<file path="config.mk">
export PLATFORM = sky130hd
export DESIGN_NAME = read_return_flat
export DESIGN_NICKNAME = d
export VERILOG_FILES = /design/src/source/snowbro2_pkg.sv /design/src/source/cpu_bus_if.sv /design/src/source/read_return.sv /design/src/flat_wrapper.sv
export VERILOG_INCLUDE_DIRS = /design/src /design/src/source
export SDC_FILE = /design/constraint.sdc
export NUM_CORES = 1
export LEC_CHECK = 0
export BUFFER_PORTS_ARGS = -buffer_cell sky130_fd_sc_hd__buf_4
export CAP_MARGIN = 20
export CORE_ASPECT_RATIO = 1.2
export CORE_UTILIZATION = 34
export DETAILED_ROUTE_END_ITERATION = 16
export PLACE_DENSITY = 0.77
export SETUP_SLACK_MARGIN = 0.05
export SLEW_MARGIN = 20
export SYNTH_ARGS = -nofsm -noshare
export SYNTH_HDL_FRONTEND = slang
export SYNTH_SLANG_ARGS = --single-unit
</file>
<file path="constraint.sdc">
create_clock -name CLK96 -period 1.7 [get_ports CLK96]
set_clock_uncertainty 0.05 [all_clocks]
set_input_delay 0.255 -clock CLK96 [delete_from_list [all_inputs] [get_ports CLK96]]
set_output_delay 0.255 -clock CLK96 [all_outputs]
set_load 0.005 [all_outputs]
</file>
<file path="src/source/snowbro2_defs.svh">
/* memory map, I/O and GP9001 offsets and bus widths of the snowbro2 main-CPU bus.
   include wherever a width or an address constant is needed */
`ifndef SNOWBRO2_DEFS_SVH
`define SNOWBRO2_DEFS_SVH

// 68000 byte address and data bus
`define SB2_ADDR_W      24
`define SB2_DATA_W      16

// word-address widths of the on-board memories
`define SB2_WRAM_AW     15
`define SB2_PAL_AW      11

// program ROM ends here
`define SB2_ROM_TOP     24'h07FFFF

// region compares: work RAM on the top byte, others on the top nibble
`define SB2_REG_RAM     8'h10
`define SB2_REG_GP9001  4'h3
`define SB2_REG_PAL     4'h4

// cabinet I/O page and its offsets
`define SB2_IO_PAGE     12'h700
`define SB2_IO_JMPR     12'h000
`define SB2_IO_DSWA     12'h004
`define SB2_IO_DSWB     12'h008
`define SB2_IO_IN1      12'h00C
`define SB2_IO_IN2      12'h010
`define SB2_IO_SYS      12'h01C

// GP9001 register offsets, low address nibble
`define SB2_GP_SETPTR   4'h0
`define SB2_GP_RAM_H    4'h4
`define SB2_GP_RAM_L    4'h6
`define SB2_GP_SELREG   4'h8
`define SB2_GP_WRREG    4'hC

`endif

</file>
<file path="src/source/snowbro2_pkg.sv">
/* shared types of the snowbro2 bus pipeline.
   referenced by scoped name from the interface and the stages */
`default_nettype none
`include "snowbro2_defs.svh"

package snowbro2_pkg;

    // memory-map view of the byte address
    typedef struct packed {
        logic [3:0]             nib;
        logic [`SB2_ADDR_W-5:0] low;
    } region_view_t;

    // I/O view, page on top and register offset below
    typedef struct packed {
        logic [11:0] page;
        logic [11:0] off;
    } io_view_t;

    // same 24-bit word, two decodes
    typedef union packed {
        region_view_t region;
        io_view_t     io;
    } cpu_addr_u;

    // one-hot region selects
    typedef struct packed {
        logic rom;
        logic ram;
        logic pal;
        logic gp9001;
        logic io;
    } sel_set_t;

endpackage

`default_nettype wire

</file>
<file path="src/source/cpu_bus_if.sv">
/* one registered 68000 access as seen after address decode.
   decode drives it, the memory and read-return stages listen */
`timescale 1ns/1ps
`default_nettype none
`include "snowbro2_defs.svh"

interface cpu_bus_if;

    // region selects, one-hot or zero
    snowbro2_pkg::sel_set_t  sel;
    // byte address, low bit forced to zero
    snowbro2_pkg::cpu_addr_u addr;
    // high on read
    logic                    rw;
    // data strobes, active low
    logic                    uds_n;
    logic                    lds_n;
    // CPU write data
    logic [`SB2_DATA_W-1:0]  wdata;

    // decode stage
    modport dec (output sel, addr, rw, uds_n, lds_n, wdata);

    // RAM and GP9001 stage
    modport mem (input sel, addr, rw, uds_n, lds_n, wdata);

    // read-return stage
    modport ret (input sel, addr, rw);

endinterface

`default_nettype wire

</file>
<file path="src/source/read_return.sv">
/* stage 3 of the bus pipeline. picks the CPU read source, formats the cabinet
   ports and registers the read word and the busy flag */
`timescale 1ns/1ps
`default_nettype none
`include "snowbro2_defs.svh"

module read_return (
    input  wire                     CLK96,
    input  wire                     RESET96,
    cpu_bus_if.ret                  bus,
    input  wire [`SB2_DATA_W-1:0]   wram_q,
    input  wire [`SB2_DATA_W-1:0]   pal_q,
    input  wire [`SB2_DATA_W-1:0]   prg_data,
    input  wire                     prg_ok,
    input  wire [`SB2_DATA_W-1:0]   gp9001_dout,
    input  wire                     gp9001_ack,
    input  wire [9:0]               joystick1,
    input  wire [9:0]               joystick2,
    input  wire [3:0]               start_button,
    input  wire [3:0]               coin_input,
    input  wire                     service,
    input  wire                     dip_test,
    input  wire [7:0]               dipsw_a,
    input  wire [7:0]               dipsw_b,
    input  wire [7:0]               dipsw_c,
    output logic [`SB2_DATA_W-1:0]  cpu_din,
    output logic                    bus_busy
);

    snowbro2_pkg::sel_set_t  sel_d;
    logic                    rw_d;
    logic [11:0]             off_d;
    logic [7:0]              sys_byte;
    logic [7:0]              io_byte;
    logic [`SB2_DATA_W-1:0]  din_c;

    // board inputs are active low, direction bits reordered
    function automatic logic [7:0] player_byte(input logic [9:0] j);
        player_byte = {2'b00, ~j[5], ~j[4], ~j[0], ~j[1], ~j[2], ~j[3]};
    endfunction

    // line the selects up with the RAM words
    always_ff @(posedge CLK96 or posedge RESET96) begin
        if (RESET96) begin
            sel_d <= '0;
            rw_d  <= 1'b1;
        end else begin
            sel_d <= bus.sel;
            rw_d  <= bus.rw;
        end
    end

    always_ff @(posedge CLK96) begin
        off_d <= bus.addr.io.off;
    end

    assign sys_byte = {1'b0, ~start_button[1], ~start_button[0], ~coin_input[1],
                       ~coin_input[0], ~dip_test, 1'b0, ~service};

    // cabinet port by offset, unmapped offsets read zero
    always_comb begin
        case (off_d)
            `SB2_IO_IN1:  io_byte = player_byte(joystick1);
            `SB2_IO_IN2:  io_byte = player_byte(joystick2);
            `SB2_IO_SYS:  io_byte = sys_byte;
            `SB2_IO_DSWA: io_byte = dipsw_a;
            `SB2_IO_DSWB: io_byte = dipsw_b;
            // jumper bank
            `SB2_IO_JMPR: io_byte = dipsw_c;
            default:      io_byte = 8'h00;
        endcase
    end

    // source priority, reads only
    always_comb begin
        if (!rw_d) begin
            din_c = '0;
        end else if (sel_d.gp9001) begin
            din_c = gp9001_dout;
        end else if (sel_d.rom) begin
            din_c = prg_data;
        end else if (sel_d.ram) begin
            din_c = wram_q;
        end else if (sel_d.pal) begin
            din_c = pal_q;
        end else if (sel_d.io) begin
            // byte on both halves
            din_c = {2{io_byte}};
        end else begin
            din_c = '0;
        end
    end

    always_ff @(posedge CLK96 or posedge RESET96) begin
        if (RESET96) begin
            cpu_din  <= '0;
            bus_busy <= 1'b0;
        end else begin
            cpu_din  <= din_c;
            // ROM waits for data, GP9001 for its ack
            bus_busy <= (sel_d.rom & ~prg_ok) | (sel_d.gp9001 & ~gp9001_ack);
        end
    end

endmodule

`default_nettype wire

</file>
<file path="src/flat_wrapper.sv">
// flat-port wrapper written by rule: the top's interface ports become plain ports
module read_return_flat 
  (CLK96, RESET96, wram_q, pal_q, prg_data, prg_ok, gp9001_dout, gp9001_ack, joystick1, joystick2, start_button, coin_input, service, dip_test, dipsw_a, dipsw_b, dipsw_c, cpu_din, bus_busy, bus_sel, bus_addr, bus_rw);
  cpu_bus_if bus_i ();
  input  wire CLK96;
  input  wire RESET96;
  input  wire [`SB2_DATA_W-1:0] wram_q;
  input  wire [`SB2_DATA_W-1:0] pal_q;
  input  wire [`SB2_DATA_W-1:0] prg_data;
  input  wire prg_ok;
  input  wire [`SB2_DATA_W-1:0] gp9001_dout;
  input  wire gp9001_ack;
  input  wire [9:0] joystick1;
  input  wire [9:0] joystick2;
  input  wire [3:0] start_button;
  input  wire [3:0] coin_input;
  input  wire service;
  input  wire dip_test;
  input  wire [7:0] dipsw_a;
  input  wire [7:0] dipsw_b;
  input  wire [7:0] dipsw_c;
  output logic [`SB2_DATA_W-1:0] cpu_din;
  output logic bus_busy;
  input wire logic [$bits(bus_i.sel)-1:0] bus_sel;
  input wire logic [$bits(bus_i.addr)-1:0] bus_addr;
  input wire logic [$bits(bus_i.rw)-1:0] bus_rw;
  assign bus_i.sel = bus_sel;
  assign bus_i.addr = bus_addr;
  assign bus_i.rw = bus_rw;
  read_return u_core (.CLK96(CLK96), .RESET96(RESET96), .bus(bus_i), .wram_q(wram_q), .pal_q(pal_q), .prg_data(prg_data), .prg_ok(prg_ok), .gp9001_dout(gp9001_dout), .gp9001_ack(gp9001_ack), .joystick1(joystick1), .joystick2(joystick2), .start_button(start_button), .coin_input(coin_input), .service(service), .dip_test(dip_test), .dipsw_a(dipsw_a), .dipsw_b(dipsw_b), .dipsw_c(dipsw_c), .cpu_din(cpu_din), .bus_busy(bus_busy));
endmodule
</file>
# Word-level counts from Yosys, hierarchy flattened
# Cells that the tools add are included.
# Widths: inputs -> output; s select.
# word_totals
ff_bits,35
input_bits,152
output_inout_bits,17
word_cells,45
# classes
n_eq_ne,5
muxes,7
bitwise_logic,23
n_reduce_logical,1
# op_table
op,n
$mux 16,6
$pmux 8 s6,1
$eq 12x4->1 const B,2
$eq 12x5->1 const B,2
$not 1->1,20
$eq 12x3->1 const B,1
$logic_not 12->1,1
$and 1x1->1,2
$or 1x1->1,1

# Logic depth before layout (Yosys ltp)
# Gate-level depths: netlist of run 1.
# logic_depth
ltp_word,8
depth_mapped,7
ltp_nobuf,5

# Least setup slack after synthesis of run 1
# OpenSTA, ideal clock, no wires.
# synth_timing
kind,register to register
start,reg u_core.off_d[7]
end,reg u_core.cpu_din[14]
setup_time_ns,0.066
arrival_ns,1.671
required_time_ns,1.584
path_slack_ns,-0.087
path_stages_with_launch,6
path_buffers,0
period_less_slack_ns,1.787
cell_sequence,dfxtp_1 or4_4 nor4_4 nand4_2 or3b_1 nand2_1
# synth_via
elab_chain_cells,8
elab_cells_between_ends,13
classes_between,5 x eq/ne; 7 x mux; 1 x reduce/logical
# synth_rtl
item,line_no,rtl
start: declaration,read_return.sv:32,logic [11:0] off_d;
start signal: assignment,read_return.sv:54,off_d <= bus.addr.io.off;
$eq 12x4->1 (tied with other cells),read_return.sv:62,case (off_d)
$pmux 8 s6 *,read_return.sv:62,
$mux 16 *,read_return.sv:86,end else if (sel_d.io) begin
$mux 16 *,read_return.sv:84,end else if (sel_d.pal) begin
$mux 16 *,read_return.sv:82,end else if (sel_d.ram) begin
$mux 16 *,read_return.sv:80,end else if (sel_d.rom) begin
$mux 16 *,read_return.sv:78,end else if (sel_d.gp9001) begin
$mux 16 *,read_return.sv:76,if (!rw_d) begin
via u_core.din_c[14],read_return.sv:35,logic [`SB2_DATA_W-1:0] din_c;
end signal: assignment,read_return.sv:99,cpu_din <= din_c;
end: declaration,read_return.sv:26,"output logic [`SB2_DATA_W-1:0] cpu_din,"
# Mark *: on every way through the listed nets, which the timed path passes. The rest lies on a longest branch.

# Final worst setup path of run 1
# layout_timing
start,reg u_core.off_d[7]
end,reg u_core.cpu_din[6]
# Same word-level chain as after synthesis.

==> results of run 1 <==
report_power, final:
| part | total [mW] | switching [mW] | internal (mW) |
|---|---|---|---|
| clock network | 0.722 | 0.337 | 0.385 |
| logic | 0.576 | 0.209 | 0.367 |
| registers | 0.908 | 0.0272 | 0.880 |
critical path: stages, from the launching register on:
cell and delay [ns]:
dfxtp_1 0.31, or4_4 0.54, nor4_4 0.21, nand4_2 0.20, or3b_4 0.43, nand2_1 0.07
sequential cells by signal, indices dropped and copies added, names as in the netlist:
name             flops
u_core.cpu_din      16
u_core.off_d        12
u_core.sel_d         5
u_core.bus_busy      1
u_core.rw_d          1
per-layer routing:
layer	vias to the layer above	track usage [%]	part of all wire (%)
met5	-	0	0
met1	1014	25.4	39
met3	13	5.22	6.2
met2	87	37.6	53
met4	0	6.49	1.6
li1	1077	-	-
layout make-up:
type	instances	area (µm²)
inverter	10	37.5
multi-input combinational	138	1020
clock inverter	2	17.5
timing repair buffer	174	1340
tap	62	77.6
fill	446	1840
clock buffer	6	93.8
sequential	35	825
logic make-up after synthesis:
| kind of cell | synth area share [%] |
|---|---|
| AO/OA/AOI/OAI | 27.7 |
| AND/OR/NAND/NOR | 16.2 |
| flip-flops | 44.2 |
| buffers and inverters | 4.46 |
| multiplexers | 7.03 |
| XOR/XNOR | 0.473 |
cells in the mapped netlist, drive strengths merged:
cell type	instances	share of area, %
mux2i	4	2.2
o31ai	2	0.81
dfxtp	12	13
o211a	2	1.1
nor2	10	2.0
nand2	24	4.9
mux4	3	3.7
nor3	2	0.54
a221o	2	1.1
a21oi	3	0.81
nand4	1	0.68
a221oi	6	2.8
nor2b	2	0.68
or2	3	1.0
dfrtp	22	30
nor3b	3	1.2
nor4b	1	0.47
or3b	1	0.47
xor2	1	0.47
o221ai	3	1.4
nand4b	1	0.47
o21ai	18	4.9
and3b	1	0.47
o211ai	4	1.6
buf	3	0.81
and2	2	0.74
nor4	1	1.1
a22oi	18	7.3
a31oi	4	1.4
or4	1	0.61
o22ai	7	2.4
inv	9	1.8
dfstp	1	1.4
nand3b	1	0.41
o221a	2	1.2
clkbuf	8	1.6
o2bb2ai	1	0.47
a2bb2oi	1	0.47
clkinv	1	0.20
mux2	2	1.2
or3	1	0.34
worst max path at each step:
stage,start,slack [ns],to,depth (start not counted)
finish,u_core.off_d[7],-0.16,u_core.cpu_din[6],5
global route,u_core.off_d[7],-0.21,u_core.cpu_din[6],5
CTS,u_core.off_d[7],-0.16,u_core.cpu_din[6],5
detailed placement,u_core.off_d[7],-0.16,u_core.cpu_din[7],6
global placement,u_core.off_d[7],-0.11,u_core.cpu_din[15],6
floorplan,u_core.off_d[7],0.005,u_core.cpu_din[14],5
metrics by stage:
stage / power (mW) / setup TNS (ns) / hold slack, ns / util [%]
after detailed placement: 1.46 / -1.09 / 0.276 / 59.4
final: 2.21 / -1.09 / 0.0122 / 65.0
after global routing: 2.32 / -2.01 / 0.00134 / 65.0
after CTS: 2.20 / -1.17 / 0.000259 / 62.5
after global placement: 1.45 / -0.704 / 0.268 / 59.4
after floorplan: 1.11 / 0 / 0.206 / -
timing repair:
item | CTS | global route
hold buffers | 1 | 9
endpoints found under the setup margin | 16 | 16
endpoints found under the hold margin | 22 | 9
resized for setup | 10 | 11
pin swaps | 8 | 7
==> impl_metrics.yaml, run 1 <==
synth:
  syn_nets: 346
  postSynthCellCount: 194
  synth.cell_area_mm2: 0.00185
  yosys_warnings: 0
  ys_ff_latch: 35
  synth-seq-area-share_pct: 44.2
  synth.distinct_cells: 42
  syn_avg_cell_area_um2: 9.54
placed_design:
  placed_cells: 409
  port_buffers: 144
  hpwl_um: 4970
  placed_area_mm2: 0.00313
  place_ws_ns: -0.157
  gp_congestion: 0.785
sta:
  worst_pin_slew_ns: 0.385
  max_slew_margin_pct: 74.2
  setup_viol: 14
  rsz0062_at_grt: "yes"
  hold_violations: 0
  layout_min_cycle_time_ns: 1.86
  fin_crit_sh_pct: 109
  slew_viol_final: 0
  final_critical_path_setup_slack_ns: -0.159
  fmax_mhz: 538
floorplan:
  core_area_mm2: 0.00526
  die_width_um: 69.3
  start_util_pct: 35.2
  io-pin-count: 169
  die-area_mm2: 0.00574
  rows: 29
  die_height_um: 82.8
setup_path:
  r2r_start: "u_core.off_d[7]"
  cp.arrival_ns: 2.03
  r2r-end: "u_core.cpu_din[6]"
  end_kind: "flop"
  start_kind: "flop"
  r2r_cells: 5
  crit_type: "flop to flop"
  crit_required_ns: 1.87
  path_max_fanout: 4
  reg2reg_slack_ns: -0.16
detailed_routing:
  vias_per_cell: 5.13
  drt-initial-drc-count: 88
  wl_per_cell_um: 14.9
  drc: 0
  detail-route-antenna-nets: 0
  wl_um: 6360
  first_pass_iters: 4
  via_count: 2191
status:
  violations: "setup timing"
  status: "finished with violations"
global_route:
  grt_usage_pct: 21.4
  grt_pass1_wl_um: 9910
  grt_pass1_vias: 2194
  grt_max_degree: 27
  overflow: 0
  antenna_found_initial: 0
worst_hold_path:
  hold_path_depth: 1
  hp-class: "input port to flop"
  hold_path_end: "u_core.sel_d[1]"
  min_from: "bus_sel[1]"
power:
  p_leak_nw: 1.70
  peakVddDrop_uv: 537
  power_density_mw_per_mm2: 645
flow_run:
  max_cap_viol_count: 0
clocking:
  clk_latency_ns: 0.29
  cts_root_buf: "clkbuf_8"
  cts_buffers: 5
  cts_tree: "built"
  clkSinkCount: 35
  clk_path_buf_depth: 2
  h-tree-depth: 2
  postCtsSetupBuffers: 0
  clk_pin_slew_ns: 0.08
layout:
  nets: 516
  instances_no_fill: 427
  final_common_cell: "buf_4"
  area_growth_pct: 84.7
  n_antenna_cell: 0
  final_cell_area_mm2: 0.00342
  drive_above_1_share_pct: 55.9
  final_cell_mix: "163 x buf_4, 23 x nand2_1, 21 x dfrtp_1"
Note: power is estimated with default switching activity, not from simulation.
==> run 2, diff against run 1 <==
--- a/config.mk
+++ b/config.mk
@@ -12,6 +12,7 @@
 export CORE_UTILIZATION = 34
 export DETAILED_ROUTE_END_ITERATION = 16
 export PLACE_DENSITY = 0.77
+export RECOVER_POWER = 100
 export SETUP_SLACK_MARGIN = 0.05
 export SLEW_MARGIN = 20
 export SYNTH_ARGS = -nofsm -noshare
==> run 2 against run 1 <==
The flow still finishes with violations (setup timing). Sequential power hardly changed. First-iteration DRC count is 16% higher. Via count is essentially flat.
==> impl_metrics.yaml, run 2 (synthesis results as in run 1) <==
status:
  violations: "setup timing"
  status: "finished with violations"
global_route:
  grt_pass1_wl_um: 9910
  grt_pass1_vias: 2194
  antenna_found_initial: 0
  grt_max_degree: 27
  overflow: 0
  grt_usage_pct: 21.4
setup_path:
  r2r_start: "u_core.off_d[7]"
  reg2reg_slack_ns: -0.16
  start_kind: "flop"
  end_kind: "flop"
  critPathSlowestCell: "or4_4"
  cp.arrival_ns: 2.03
  r2r_cells: 5
  crit_type: "flop to flop"
  path_max_fanout: 4
  r2r-end: "u_core.cpu_din[6]"
  max_stage_delay_ns: 0.54
  crit_path_cell_trace: "or4_4, nor4_4, nand4_2, or3b_4, nand2_1"
  crit_required_ns: 1.87
clocking:
  h-tree-depth: 2
  clkSinkCount: 35
  cts_tree: "built"
  clk_latency_ns: 0.29
  clk_path_buf_depth: 2
  clk_pin_slew_ns: 0.07
  postCtsSetupBuffers: 0
  cts_buffers: 5
  cts_root_buf: "clkbuf_8"
layout:
  final_common_cell: "buf_4"
  instances_no_fill: 427
  final_cell_mix: "125 x buf_4, 35 x clkbuf_4, 23 x nand2_1"
  reg.largest.list: "u_core.cpu_din x16, u_core.off_d x12, u_core.sel_d x5"
  n_antenna_cell: 0
  fillCellCount: 452
  fin_util_pct: 64.6
  final_cell_area_mm2: 0.00340
  area_growth_pct: 83.6
  top_register: "u_core.cpu_din"
  largest_register_ffs: 16
  drive_above_1_share_pct: 55.3
  nets: 516
detailed_routing:
  wl_um: 6320
  first_pass_iters: 4
  detail-route-antenna-nets: 0
  drc: 0
  vias_per_cell: 5.13
  wl_per_cell_um: 14.8
  via_count: 2192
  drt-initial-drc-count: 102
placed_design:
  port_buffers: 144
  placed_area_mm2: 0.00313
  hpwl_um: 4970
  placed_cells: 409
  gp_congestion: 0.785
  place_ws_ns: -0.157
power:
  pwr-share-seq_pct: 41.4
  peakVddDrop_uv: 535
  internal-power_mw: 1.62
  p_switching_mw: 0.571
  p_clk_share_pct: 32.9
  p_sw_share_pct: 26.0
  power_mw: 2.19
  power_density_mw_per_mm2: 646
  p_comb_share_pct: 25.7
  p_leak_nw: 1.67
sta:
  fmax_mhz: 538
  setup_viol: 14
  slew_viol_final: 0
  setup_tns_ns: -1.09
  holdWs_ns: 0.0227
  layout_min_cycle_time_ns: 1.86
  worst_pin_slew_ns: 0.588
  fin_crit_sh_pct: 109
  rsz0062_at_grt: "yes"
  hold_violations: 0
  max_slew_margin_pct: 60.8
  final_critical_path_setup_slack_ns: -0.159
floorplan:
  start_util_pct: 35.2
  die_height_um: 82.8
  core_area_mm2: 0.00526
  die-area_mm2: 0.00574
  die_width_um: 69.3
  io-pin-count: 169
  rows: 29
worst_hold_path:
  hp-class: "input port to flop"
  min_from: "bus_rw"
  hold_path_end: "u_core.rw_d"
  hold_path_depth: 1
flow_run:
  max_cap_viol_count: 0
## run 2: changes by cell type in the layout (fill, tap and decap cells not counted), sizes merged
| cell | previous run | this run |
|---|---|---|
| clkbuf | 6 | 44 |
| buf | 164 | 126 |
## run 2: final cells by class
type | instances | area, µm² | area share (%)
inverter | 10 | 37.5 | 1.10
clock inverter | 2 | 17.5 | 0.516
tap | 62 | 77.6 | 2.28
timing repair buffer | 174 | 1330 | 39.0
multi-input combinational | 138 | 1020 | 30.1
sequential | 35 | 822 | 24.2
clock buffer | 6 | 93.8 | 2.76
## run 2: timing repair
action | in CTS | in global routing
resized for setup | 10 | 11
pin swaps | 8 | 7
hold buffers | 1 | 9
endpoints found under the hold margin | 22 | 9
endpoints found under the setup margin | 16 | 16
## run 2: power by group through the flow
stage | registers [mW] | clock network, mW | logic, mW
5_1_grt | 0.914 | 0.783 | 0.616
6_report | 0.907 | 0.722 | 0.565
4_1_cts | 0.908 | 0.740 | 0.548
3_5_place_dp | 0.926 | 0 | 0.536
2_1_floorplan | 0.919 | 0 | 0.192
3_3_place_gp | 0.924 | 0 | 0.527
## run 2: critical path, delay by kind of cell (launching register included)
kind,cells,cell delay [ns]
simple gates,5,1.45
flops,1,0.31
## run 2: worst max-delay path by stage
| stage | startpoint | to | slack (ns) | cells after the start |
|---|---|---|---|---|
| 6_report | u_core.off_d[7] | u_core.cpu_din[6] | -0.16 | 5 |
| 5_1_grt | u_core.off_d[7] | u_core.cpu_din[6] | -0.21 | 5 |
| 3_5_place_dp | u_core.off_d[7] | u_core.cpu_din[7] | -0.16 | 6 |
| 3_3_place_gp | u_core.off_d[7] | u_core.cpu_din[15] | -0.11 | 6 |
| 2_1_floorplan | u_core.off_d[7] | u_core.cpu_din[14] | 0.005 | 5 |
| 4_1_cts | u_core.off_d[7] | u_core.cpu_din[6] | -0.16 | 5 |
## run 2: per-layer routing
| layer | routed length (µm) | vias up | GRT usage, % |
|---|---|---|---|
| met5 | 0 | - | 0 |
| met4 | 103 | 0 | 6.49 |
| met3 | 388 | 13 | 5.22 |
| met2 | 3340 | 87 | 37.6 |
| met1 | 2480 | 1014 | 25.4 |
| li1 | - | 1078 | - |
==> run 3, diff against run 2 <==
--- a/config.mk
+++ b/config.mk
@@ -8,10 +8,12 @@
 export LEC_CHECK = 0
 export BUFFER_PORTS_ARGS = -buffer_cell sky130_fd_sc_hd__buf_4
 export CAP_MARGIN = 20
+export CELL_PAD_IN_SITES_DETAIL_PLACEMENT = 1
+export CELL_PAD_IN_SITES_GLOBAL_PLACEMENT = 1
 export CORE_ASPECT_RATIO = 1.2
-export CORE_UTILIZATION = 34
+export CORE_UTILIZATION = 22
 export DETAILED_ROUTE_END_ITERATION = 16
-export PLACE_DENSITY = 0.77
+export PLACE_DENSITY_LB_ADDON = 0.1
 export RECOVER_POWER = 100
 export SETUP_SLACK_MARGIN = 0.05
 export SLEW_MARGIN = 20
==> run 3 against run 2 <==
Critical path depth rose by 1. Wire length rose by 14%. Sequential share of layout area fell by 0.65 points. Final area rose by 2.5%. Clock power rose by 0.8%. Sequential power barely moved. Final cell count rose by 14%. The flow still finishes with violations (setup timing). Worst hold slack got worse by 0.0014 ns. Combinational power barely moved. Setup slack got worse by 0.015 ns. Register-to-register slack barely moved.
==> impl_metrics.yaml, run 3 (synthesis results as in run 1) <==
status:
  status: "finished with violations"
  violations: "setup timing"
detailed_routing:
  drt-initial-drc-count: 46
  first_pass_iters: 4
  drc: 0
  detail-route-antenna-nets: 0
  wl_per_cell_um: 14.8
  via_count: 2208
  wl_um: 7190
  vias_per_cell: 4.54
sta:
  final_critical_path_setup_slack_ns: -0.174
  slew_viol_final: 0
  fmax_mhz: 534
  setup_tns_ns: -1.49
  fin_crit_sh_pct: 110
  holdWs_ns: 0.0213
  layout_min_cycle_time_ns: 1.87
  setup_viol: 10
  max_slew_margin_pct: 58.3
  worst_pin_slew_ns: 0.626
  hold_violations: 0
  rsz0062_at_grt: "yes"
layout:
  fillCellCount: 973
  area_growth_pct: 88.1
  reg.largest.list: "u_core.cpu_din x16, u_core.off_d x12, u_core.sel_d x5"
  final_cell_area_mm2: 0.00348
  nets: 523
  top_register: "u_core.cpu_din"
  instances_no_fill: 486
  n_antenna_cell: 0
  fin_util_pct: 42.7
  drive_above_1_share_pct: 53.0
  final_cell_mix: "130 x buf_4, 34 x clkbuf_4, 24 x nand2_1"
  largest_register_ffs: 16
  final_common_cell: "buf_4"
clocking:
  clk_pin_slew_ns: 0.08
  h-tree-depth: 2
  cts_buffers: 5
  cts_tree: "built"
  clkSinkCount: 35
  clk_latency_ns: 0.29
  cts_root_buf: "clkbuf_8"
  clk_path_buf_depth: 2
worst_hold_path:
  hp-class: "input port to flop"
floorplan:
  io-pin-count: 169
  core_area_mm2: 0.00815
  die_width_um: 85.7
  rows: 36
  die-area_mm2: 0.00878
  die_height_um: 102
  start_util_pct: 22.7
setup_path:
  crit_required_ns: 1.88
  start_kind: "flop"
  crit_type: "flop to flop"
  end_kind: "flop"
  cp.arrival_ns: 2.05
  path_max_fanout: 4
global_route:
  grt_pass1_vias: 2311
  grt_max_degree: 27
  overflow: 0
  grt_pass1_wl_um: 10900
  antenna_found_initial: 0
  grt_usage_pct: 16.0
placed_design:
  placed_area_mm2: 0.00322
  placed_cells: 465
  gp_congestion: 0.731
  port_buffers: 144
  hpwl_um: 5890
power:
  peakVddDrop_uv: 229
  power_density_mw_per_mm2: 632
  p_leak_nw: 1.70
flow_run:
  max_cap_viol_count: 0
-- run 3: changes by cell type in the layout (fill, tap and decap cells not counted), sizes merged --
cell and change:
buf +5, dlygate4sd3 +2
-- run 3: critical path, stage by stage, from the launching register on --
cell,delay [ns]
dfxtp_1,0.31
or4_4,0.54
nor4_4,0.21
nand4_2,0.21
nor3b_2,0.24
buf_4,0.15
a221o_1,0.10
-- run 3: area by class of cell --
cell class	instances	area (µm²)	share of cell area [%]
Clock buffer	6	93.8	2.70
Clock inverter	2	17.5	0.503
Inverter	10	37.5	1.08
Multi-Input combinational cell	138	981	28.2
Sequential cell	35	820	23.5
Tap cell	114	143	4.10
Timing Repair Buffer	181	1390	39.9
-- run 3: power breakdown --
group	internal [mW]	total [mW]	leakage (nW)	switching, mW
clock	0.386	0.728	0.0569	0.342
sequential	0.881	0.908	0.390	0.0273
combinational	0.360	0.566	1.25	0.205
-- run 3: timing repair --
item | 4_1_cts | 5_1_grt
endpoints found under the setup margin | 16 | 16
pin swaps | 6 | 2
hold endpoints to repair | 23 | 10
resized for setup | 8 | 1
cloned | 0 | 0
buffers inserted | 0 | 1
hold buffers | 2 | 10
-- run 3: metal layers --
layer	wire length, µm	vias to the layer above	global-route usage [%]
li1	-	1088	-
met1	2730	1024	18.1
met2	3890	89	29.7
met3	513	7	4.60
met4	57	0	3.97
met5	0	-	0
-- run 3: metrics by stage --
step	total power [mW]	setup WS [ns]
floorplan	1.11	0.00495
global placement	1.47	-0.259
detailed placement	1.48	-0.280
CTS	2.23	-0.213
global route	2.32	-0.334
finish	2.20	-0.174
-- run 3: path summary, 6_finish.rpt --
path,depth (start not counted),start,to,slack [ns]
worst min register to register,2,u_core.rw_d,u_core.cpu_din[3],0.51
worst max-delay path,6,u_core.off_d[7],u_core.cpu_din[1],-0.17
min in group asynchronous,4,RESET96,u_core.cpu_din[15],0.63
worst min-delay path,1,bus_rw,u_core.rw_d,0.02
max in group asynchronous,4,RESET96,u_core.cpu_din[7],0.57
worst max register to register,6,u_core.off_d[7],u_core.cpu_din[1],-0.17
